## config.mk

```make
export PLATFORM = sky130hd
export DESIGN_NAME = memory_controller
export DESIGN_NICKNAME = d
export VERILOG_FILES = /design/src/mc_cache_pkg.sv /design/src/mc_dram_pkg.sv /design/src/mc_port_ctrl.sv /design/src/dram_resp_capture.sv /design/src/dram_route.sv /design/src/memory_controller.sv
export SDC_FILE = /design/constraint.sdc
export NUM_CORES = 1
export LEC_CHECK = 0
export ABC_AREA = 1
export BUFFER_PORTS_ARGS = -buffer_cell sky130_fd_sc_hd__buf_2
export CAP_MARGIN = 10
export CORE_AREA = 2 2 558 560
export CTS_CLUSTER_SIZE = 8
export DETAILED_ROUTE_END_ITERATION = 8
export DIE_AREA = 0 0 560 562
export PLACE_DENSITY_LB_ADDON = 0.25
export SLEW_MARGIN = 20
export SYNTH_ARGS = -nofsm -noshare
export SYNTH_HDL_FRONTEND = slang
export SYNTH_HIERARCHICAL = 1
export SYNTH_SLANG_ARGS = --single-unit
```

## constraint.sdc

```tcl
create_clock -name clk -period 2.05 [get_ports clk]
set_input_delay 0.205 -clock clk [delete_from_list [all_inputs] [get_ports clk]]
set_output_delay 0.205 -clock clk [all_outputs]
set_load 0.05 [all_outputs]
```

## src/mc_cache_pkg.sv

```systemverilog
package mc_cache_pkg;

    // Line geometry seen by both caches
    localparam int LINE_BITS   = 256;
    localparam int OFFSET_BITS = 5;
    localparam int ADDR_BITS   = 32;
    localparam int TAG_BITS    = ADDR_BITS - OFFSET_BITS;

    typedef logic [LINE_BITS-1:0] line_t;
    typedef logic [TAG_BITS-1:0]  tag_t;

    // Instruction cache only ever reads
    typedef struct packed {
        logic [ADDR_BITS-1:0] addr;
        logic                 read;
    } icache_req_t;

    typedef struct packed {
        logic [ADDR_BITS-1:0] addr;
        logic                 read;
        logic                 write;
        line_t                wdata;
    } dcache_req_t;

    typedef struct packed {
        line_t rdata;
        logic  resp;
    } cache_resp_t;

    typedef enum logic {port_i, port_d} port_e;

endpackage : mc_cache_pkg

```

## src/mc_dram_pkg.sv

```systemverilog
package mc_dram_pkg;

    // Tag and byte offset view of a line address
    typedef struct packed {
        mc_cache_pkg::tag_t                          tag;
        logic [mc_cache_pkg::OFFSET_BITS-1:0]        offset;
    } line_addr_s;

    // Raw byte address or tag/offset split of the same word
    typedef union packed {
        logic [mc_cache_pkg::ADDR_BITS-1:0] raw;
        line_addr_s                         f;
    } line_addr_u;

    typedef struct packed {
        line_addr_u          addr;
        logic                read;
        logic                write;
        mc_cache_pkg::line_t wdata;
    } dram_req_t;

    // One cycle pulse from the adapter, responses may arrive out of order
    typedef struct packed {
        line_addr_u          raddr;
        mc_cache_pkg::line_t rdata;
        logic                resp;
    } dram_resp_t;

endpackage : mc_dram_pkg

```

## src/mc_port_ctrl.sv

```systemverilog
`timescale 1ns/100ps

module mc_port_ctrl (
    input  logic clk,
    input  logic rst,

    input  logic icache_read,
    input  logic dcache_read,
    input  logic dcache_write,

    input  logic cl_ready,
    input  logic match_i,
    input  logic match_d,

    output logic issue_i,
    output logic issue_d,
    output logic read_issue_d,

    output logic icache_resp_valid,
    output logic dcache_resp_valid
);

    // Instruction port never enters s_write
    typedef enum logic [1:0] {
        s_idle,
        s_issue,
        s_await,
        s_write
    } port_state_e;

    port_state_e i_state;
    port_state_e d_state;

    logic d_wants;

    always_comb begin
        d_wants = (d_state == s_issue) || (d_state == s_write);

        // Instruction port goes first whenever both are ready to issue
        issue_i = (i_state == s_issue) && cl_ready;
        issue_d = d_wants && cl_ready && !issue_i;

        read_issue_d = issue_d && (d_state == s_issue);

        // Reads answer from the registered response, writes answer on issue
        icache_resp_valid = (i_state == s_await) && match_i;
        dcache_resp_valid = ((d_state == s_await) && match_d)
                          || (issue_d && (d_state == s_write));
    end

    // Instruction port FSM
    always_ff @(posedge clk) begin
        if (rst) begin
            i_state <= s_idle;
        end else begin
            unique case (i_state)
                s_idle: begin
                    if (icache_read) begin
                        i_state <= s_issue;
                    end
                end
                s_issue: begin
                    if (issue_i) begin
                        i_state <= s_await;
                    end
                end
                s_await: begin
                    if (icache_resp_valid) begin
                        i_state <= s_idle;
                    end
                end
                default: begin
                    i_state <= s_idle;
                end
            endcase
        end
    end

    // Data port FSM, a read takes precedence if the cache raises both
    always_ff @(posedge clk) begin
        if (rst) begin
            d_state <= s_idle;
        end else begin
            unique case (d_state)
                s_idle: begin
                    if (dcache_read) begin
                        d_state <= s_issue;
                    end else if (dcache_write) begin
                        d_state <= s_write;
                    end
                end
                s_issue: begin
                    if (issue_d) begin
                        d_state <= s_await;
                    end
                end
                s_await: begin
                    if (dcache_resp_valid) begin
                        d_state <= s_idle;
                    end
                end
                s_write: begin
                    if (issue_d) begin
                        d_state <= s_idle;
                    end
                end
            endcase
        end
    end

    // One request on the adapter port per cycle, data waits behind instruction
    a_single_issue: assert property (@(posedge clk) disable iff (rst)
        (i_state == s_issue && d_wants) |=> d_state == $past(d_state));

    // Adapter back-pressure holds every pending request
    a_issue_needs_ready: assert property (@(posedge clk) disable iff (rst)
        !cl_ready |=> ($past(i_state) != s_issue || i_state == s_issue)
                   && (!$past(d_wants) || d_state == $past(d_state)));

endmodule : mc_port_ctrl

```

## src/dram_resp_capture.sv

```systemverilog
`timescale 1ns/100ps

module dram_resp_capture (
    input  logic                    clk,
    input  logic                    rst,

    input  mc_dram_pkg::dram_resp_t dram_resp,
    input  logic                    issue_i,
    input  logic                    read_issue_d,
    input  mc_dram_pkg::line_addr_u icache_addr,
    input  mc_dram_pkg::line_addr_u dcache_addr,

    output logic                    match_i,
    output logic                    match_d,
    output mc_cache_pkg::line_t     resp_line
);

    // Tag each port is waiting on
    mc_cache_pkg::tag_t pend_tag_i;
    mc_cache_pkg::tag_t pend_tag_d;

    logic               resp_valid_q;
    mc_cache_pkg::tag_t resp_tag_q;

    always_ff @(posedge clk) begin
        if (issue_i) begin
            pend_tag_i <= icache_addr.f.tag;
        end
        if (read_issue_d) begin
            pend_tag_d <= dcache_addr.f.tag;
        end
    end

    // Response valid is a one cycle copy of the adapter pulse
    always_ff @(posedge clk) begin
        if (rst) begin
            resp_valid_q <= 1'b0;
        end else begin
            resp_valid_q <= dram_resp.resp;
        end
    end

    always_ff @(posedge clk) begin
        if (dram_resp.resp) begin
            resp_tag_q <= dram_resp.raddr.f.tag;
            resp_line  <= dram_resp.rdata;
        end
    end

    assign match_i = resp_valid_q && (resp_tag_q == pend_tag_i);
    assign match_d = resp_valid_q && (resp_tag_q == pend_tag_d);

    // Only one port latches a pending tag per cycle
    a_single_tag_load: assert property (@(posedge clk) disable iff (rst)
        !(issue_i && read_issue_d));

endmodule : dram_resp_capture

```

## src/dram_route.sv

```systemverilog
`timescale 1ns/100ps

module dram_route (
    input  mc_cache_pkg::icache_req_t icache_req,
    input  mc_cache_pkg::dcache_req_t dcache_req,
    input  logic                      issue_i,
    input  logic                      issue_d,
    input  mc_cache_pkg::line_t       resp_line,

    output mc_dram_pkg::dram_req_t    dram_req,
    output mc_cache_pkg::line_t       icache_rdata,
    output mc_cache_pkg::line_t       dcache_rdata
);

    mc_cache_pkg::port_e sel;

    // Address follows the granted port, instruction side by default
    assign sel = issue_d ? mc_cache_pkg::port_d : mc_cache_pkg::port_i;

    always_comb begin
        if (sel == mc_cache_pkg::port_d) begin
            dram_req.addr.raw = dcache_req.addr;
        end else begin
            dram_req.addr.raw = icache_req.addr;
        end

        // Cache holds its request steady, so its flags tell read from write
        dram_req.read  = issue_i || (issue_d && dcache_req.read);
        dram_req.write = issue_d && dcache_req.write && !dcache_req.read;
        dram_req.wdata = dcache_req.wdata;

        // Write requests come from the data port alone and never overlap a read
        if (dram_req.write) begin
            assert (issue_d && !issue_i && !dram_req.read)
            else $error("DRAM write without a data port write grant");
        end
    end

    // Registered line goes to both caches, resp decides who takes it
    assign icache_rdata = resp_line;
    assign dcache_rdata = resp_line;

endmodule : dram_route

```

## src/memory_controller.sv

```systemverilog
`timescale 1ns/100ps

module memory_controller (
    input  logic                      clk,
    input  logic                      rst,

    input  mc_cache_pkg::icache_req_t icache_req,
    input  mc_cache_pkg::dcache_req_t dcache_req,
    output mc_cache_pkg::cache_resp_t icache_resp,
    output mc_cache_pkg::cache_resp_t dcache_resp,

    input  logic                      cl_ready,
    input  mc_dram_pkg::dram_resp_t   dram_resp,
    output mc_dram_pkg::dram_req_t    dram_req
);

    logic issue_i;
    logic issue_d;
    logic read_issue_d;
    logic match_i;
    logic match_d;
    logic icache_resp_valid;
    logic dcache_resp_valid;

    mc_cache_pkg::line_t     resp_line;
    mc_cache_pkg::line_t     icache_rdata;
    mc_cache_pkg::line_t     dcache_rdata;
    mc_dram_pkg::line_addr_u icache_addr;
    mc_dram_pkg::line_addr_u dcache_addr;

    assign icache_addr.raw = icache_req.addr;
    assign dcache_addr.raw = dcache_req.addr;

    mc_port_ctrl u_port_ctrl (
        .clk               (clk),
        .rst               (rst),
        .icache_read       (icache_req.read),
        .dcache_read       (dcache_req.read),
        .dcache_write      (dcache_req.write),
        .cl_ready          (cl_ready),
        .match_i           (match_i),
        .match_d           (match_d),
        .issue_i           (issue_i),
        .issue_d           (issue_d),
        .read_issue_d      (read_issue_d),
        .icache_resp_valid (icache_resp_valid),
        .dcache_resp_valid (dcache_resp_valid)
    );

    dram_resp_capture u_resp_capture (
        .clk          (clk),
        .rst          (rst),
        .dram_resp    (dram_resp),
        .issue_i      (issue_i),
        .read_issue_d (read_issue_d),
        .icache_addr  (icache_addr),
        .dcache_addr  (dcache_addr),
        .match_i      (match_i),
        .match_d      (match_d),
        .resp_line    (resp_line)
    );

    dram_route u_route (
        .icache_req   (icache_req),
        .dcache_req   (dcache_req),
        .issue_i      (issue_i),
        .issue_d      (issue_d),
        .resp_line    (resp_line),
        .dram_req     (dram_req),
        .icache_rdata (icache_rdata),
        .dcache_rdata (dcache_rdata)
    );

    assign icache_resp = '{rdata: icache_rdata, resp: icache_resp_valid};
    assign dcache_resp = '{rdata: dcache_rdata, resp: dcache_resp_valid};

endmodule : memory_controller

```

### Yosys cells after proc, flatten, opt, wreduce, memory -nomap -nowiden

Index checks and enable logic that the tools add are counted.

* flip-flop bits (word level): 342
* input bits: 615
* output and inout port bits: 804
* logic and storage cells: 54

* reduce and logical (&&, ||, !) cells: 21
* multiplexer cells: 12
* equal/unequal tests: 14

Operator list (number)
* $eq A27 B27 Y1: 2
* $mux W32: 1
* $mux W2: 8
* $logic_and A1 B1 Y1: 12
* $pmux W2 S4: 1
* $eq A2 B2 Y1 const B: 3
* $ne A2 B1 Y1 const B: 3
* $ne A2 B2 Y1 const B: 3
* $pmux W2 S3: 1
* $eq A2 B1 Y1 const B: 2
* $logic_not A2 Y1: 2
* $reduce_and A4 Y1: 1
* $logic_or A1 B1 Y1: 3
* $ne A3 B3 Y1 const B: 1
* $reduce_and A3 Y1: 1
* $logic_not A1 Y1: 2
* $mux W1: 1

### Longest topological paths before layout

* word-level depth: 8
* gate-level depth with buffers: 11

### Cells and area by module

Netlist, hierarchy kept.

By module, submodules not included
* dram_resp_capture: seq. area each 10139.7 um^2, instances 1, cells each 623, area an instance 11247.0 um^2
* dram_route: seq. area each 0.0 um^2, instances 1, cells each 877, area an instance 6248.5 um^2
* mc_port_ctrl: seq. area each 80.1 um^2, instances 1, cells each 37, area an instance 229.0 um^2
* memory_controller: seq. area each 0.0 um^2, instances 1, cells each 2, area an instance 15.0 um^2

### Worst setup path after synthesis

No wires, ideal clock.

* path type: register to register
* start: register u_port_ctrl.d_state[0]
* end: register u_resp_capture.pend_tag_d[0] (enable)
* slack: -38 ps
* period minus slack after synthesis: 2088 ps
* arrival: 1677 ps
* stages on the path, launching flop included: 5
* setup time: 411 ps
* required time: 1639 ps
* path through: dfxtp_1 > nand2_1 > clkinv_1 > nand2_2 > nor2_1

* word-level cells in the longest chain between the ends: 5
* elaborated cells between the ends (all ways): 6
* those cells by class: 2 x eq/ne; 4 x reduce/logical

RTL lines
* start, declared: line mc_port_ctrl.sv:32 `port_state_e d_state;`
* start signal, assigned: line mc_port_ctrl.sv:82 `d_state <= s_idle;`
* start signal, assigned: line mc_port_ctrl.sv:87 `d_state <= s_issue;`
* start signal, assigned: line mc_port_ctrl.sv:89 `d_state <= s_write;`
* $eq A2 B1 Y1 / $eq A2 B2 Y1 (equally long branches): line mc_port_ctrl.sv:37, mc_port_ctrl.sv:43
* $logic_or A1 B1 Y1: line mc_port_ctrl.sv:37 `d_wants = (d_state == s_issue) || (d_state == s_write);`
* $logic_and A1 B1 Y1 (2 in series): line mc_port_ctrl.sv:41 `issue_d = d_wants && cl_ready && !issue_i;`
* $logic_and A1 B1 Y1 (*): line mc_port_ctrl.sv:43 `read_issue_d = issue_d && (d_state == s_issue);`
* net read_issue_d: line memory_controller.sv:19 `logic read_issue_d;`
* end signal, assigned: line dram_resp_capture.sv:30 `pend_tag_d <= dcache_addr.f.tag;`
* end, declared: line dram_resp_capture.sv:20 `mc_cache_pkg::tag_t pend_tag_d;`

Mark *: on every way through the listed nets, which the timed path passes. The rest lies on a longest branch.
A chain may end at the register's enable or synchronous reset.

==> flow_summary.ini <==
[status]
outcome = complete, but fails checks
violations = setup timing

[synthesis]
synth-main-ff-cell = sky130_fd_sc_hd__edfxtp_1
synth_top_area_cell = sky130_fd_sc_hd__edfxtp_1
synth_edf_count = 337
synthTopCellsByArea = sky130_fd_sc_hd__edfxtp_1, sky130_fd_sc_hd__buf_4, sky130_fd_sc_hd__nand2_1
synthesis.instances = 1539
synthArstFlopShare_pct = 0
yosys.area.top_type_share_pct = 57.05
synth_warnings = 6
avg_inst_size_synth_um2 = 11.53
synth_sequential_area_ratio_pct = 57.61
postSynthNetCount = 2154
netlist-cell-type-count = 19
cell_area_after_synthesis_um2 = 17740
ys_ff_latch = 342

[sta]
timing.final.hold_violations = 0
setup_ws_ns = -0.5402
slew_headroom_pct = 58.86
slew_viol_final = 0
unrepaired_setup_endpoints_after_global_routing = yes
finalClockSkew_ns = 0.01135
totalNegativeSetupSlack_ns = -3.436
max_slew.worst_pin.slew_ns = 0.6214
worst_hold_slack_ns = 0.1864
fmax_mhz = 386.1
finalCritPeriodShare_pct = 126.4
finalCriticalPeriod_ns = 2.590
report.final.setup_viol = 32

[power]
p_int_uw = 14440
netSwitchingFraction_pct = 39.22
power.share.sequential_pct = 36.7
combinationalPowerShare_pct = 30.1
power_density_nw_per_um2 = 845.3
irDropWorstVdd_mv = 0.5385
total_switching_power_uw = 9318
static-leakage-power_uw = 0.01102
clockPowerShare_pct = 33.2

[cts]
numCtsBuffers = 51
cts_max_path_buffers = 3
htree_num_levels = 2
clkSlewWorstSetupHoldPaths_ns = 0.07
tritoncts_clock_tree = done
clock-sinks = 342
clk_root_buf = sky130_fd_sc_hd__clkbuf_16
insertion_delay_ns = 0.68

[floorplan]
die_h_um = 562
core.rowCount = 204
die_width_um = 560
core_area_um2 = 308300
io-pin-count = 1419
initial_core_util_pct = 5.753
die_area_um2 = 314700

[run]
max_cap_violations = 0

[drt]
drt-total-wl_mm = 178.5
drt_first_pass_iters = 5
drt-wirelength-per-cell_um = 28.58
dr.first_iter.drc_count = 791
ant_nets = 0
post_drt_via_cell_ratio = 1.997
vias = 12466
post-route-drc-count = 0

[critical_path]
worst_setup_path_end_kind = output pin
startpoint = u_resp_capture/resp_tag_q[20]
worst_ep_arrival_time_ns = 2.39
path_class = flip-flop to output pin
critPathMaxFanout = 2
crit_path_cell_trace = buf_6 > nand2_2 > nand2_2 > nand2_4 > nor2_4 > nand3_2 > nor2_4 > inv_2 > nor3_2 > buf_4 > buf_12
crit_path_start_kind = flip-flop
critical_path.slowest_cell = sky130_fd_sc_hd__edfxtp_1
reg2reg_from = u_resp_capture/resp_tag_q[6]
worst-endpoint-required_ns = 1.85
critical_path.max_stage_delay_ns = 0.50

[place]
post_dp_hpwl_mm = 160.7
globalplace.congestion = 0.9944
pre_cts_slack_ns = -0.04686
area_post_placement_um2 = 22050
placed_cell_count = 5804
port_buffers = 901

[layout]
area.growth.synth_to_final_pct = 58.44
drive_above_1_share_pct = 53.80
multi_input_comb_area_um2 = 1911
nets = 2722
final.fill_count = 35838
most_common_cell_after_layout_fill_and_taps_aside = sky130_fd_sc_hd__buf_2
layout.cell_area.non_filler_um2 = 28110
final_cell_mix = sky130_fd_sc_hd__buf_2, sky130_fd_sc_hd__dlygate4sd3_1, sky130_fd_sc_hd__edfxtp_1
layout.area.seq_um2 = 10220
final-instance-count-excl-fill = 6243

[global_route]
vias_in_the_first_global_route = 13139
grtUsageTotal_pct = 10.88
antenna_found_initial = 35
grt_pass1_wl_mm = 205.8
grt_max_degree = 82
grt_overflow_total = 0
met3_usage_pct = 10.03
grt.met1_usage_pct = 8.327
met2_usage_pct = 18.26
grt_busiest_layer = met2

[worst_hold_path]
hp-class = primary input to flip-flop
holdCritStartpoint = cl_ready
flip-flops by register name, indices dropped and copies added, names as in the netlist:
name,count
u_resp_capture/resp_line,256
u_resp_capture/pend_tag_d,27
u_resp_capture/pend_tag_i,27
u_resp_capture/resp_tag_q,27
u_port_ctrl/d_state,2
u_port_ctrl/i_state,2
u_resp_capture/resp_valid_q,1
worst paths after layout:
kind / slack (ns) / cells after the start / endpoint
hold reg to reg: 0.48 / 2 / u_port_ctrl/i_state[1]
hold / removal: 0.19 / 7 / u_port_ctrl/d_state[1]
setup reg to reg: 0.33 / 11 / u_port_ctrl/d_state[1]
setup / recovery: -0.54 / 11 / icache_resp[0]
synth_stat cells (4+ instances only):
master / n
sky130_fd_sc_hd__a21oi_1: 7
sky130_fd_sc_hd__buf_6: 4
sky130_fd_sc_hd__nand2_1: 261
sky130_fd_sc_hd__inv_2: 13
sky130_fd_sc_hd__xnor2_1: 5
sky130_fd_sc_hd__nor2_1: 34
sky130_fd_sc_hd__edfxtp_1: 337
sky130_fd_sc_hd__nand3_1: 5
sky130_fd_sc_hd__inv_1: 77
sky130_fd_sc_hd__buf_4: 772
sky130_fd_sc_hd__nand2_2: 10
sky130_fd_sc_hd__dfxtp_1: 5
final cells by class:
| class | count | area share, % |
|---|---|---|
| Multi-Input combinational cell | 328 | 6.798 |
| Antenna cell | 2 | 0.01781 |
| Sequential cell | 342 | 36.38 |
| Timing Repair Buffer | 1289 | 31.98 |
| Clock inverter | 9 | 0.2538 |
| Tap cell | 4120 | 18.34 |
| Clock buffer | 58 | 4.634 |
| Inverter | 92 | 1.376 |
| Timing Repair inverter | 3 | 0.2226 |
critical path: cells and delay by family, from the launching register on:
family	cells	cell delay, ns
and+or+nand+nor	7	0.67
DFF	1	0.50
buffers and inverters	4	0.51
power by group through the flow:
stage | Sequential, uW | Clock (uW) | Combinational, uW
detailed placement | 8850 | 0 | 6290
floorplan | 8630 | 0 | 5910
CTS | 8720 | 8350 | 7290
global placement | 8840 | 0 | 6310
finish | 8720 | 7890 | 7150
global route | 8770 | 8490 | 7470
kinds of logic (layout without fill, tap and decap cells):
group	after synthesis	in the layout	synth area share [%]
and+or+nand+nor	315	315	6.919
xor gates and xnor gates	5	5	0.2469
buffers and inverters	869	1451	35.00
DFF	342	342	57.61
AOI/OAI and AO/OA	8	8	0.2257
other	0	2	0
repair_timing:
| item | 4_1_cts | 5_1_grt |
|---|---|---|
| gates cloned | 8 | 0 |
| hold buffers | 345 | 0 |
| endpoints found under the hold margin | 358 | 0 |
| gates resized for setup | 217 | 48 |
| pin swaps | 31 | 27 |
| setup endpoints to repair | 36 | 36 |
| buffers inserted | 14 | 4 |
per-layer routing:
metal  vias to the layer above  wire length (um)  share of wire [%]
met3                       259             36190                 20
met5                         -               195               0.11
met4                         4              9760                5.5
li1                       5290                 -                  -
met1                      5833             47360                 27
met2                      1080             84940                 48
through the flow:
step	total power, uW	util, %
2_1_floorplan	14540	-
3_5_place_dp	15140	7.150
5_1_grt	24730	9.115
3_3_place_gp	15150	7.150
6_report	23760	9.115
4_1_cts	24360	9.048
Power figures use the tool's default switching activity.
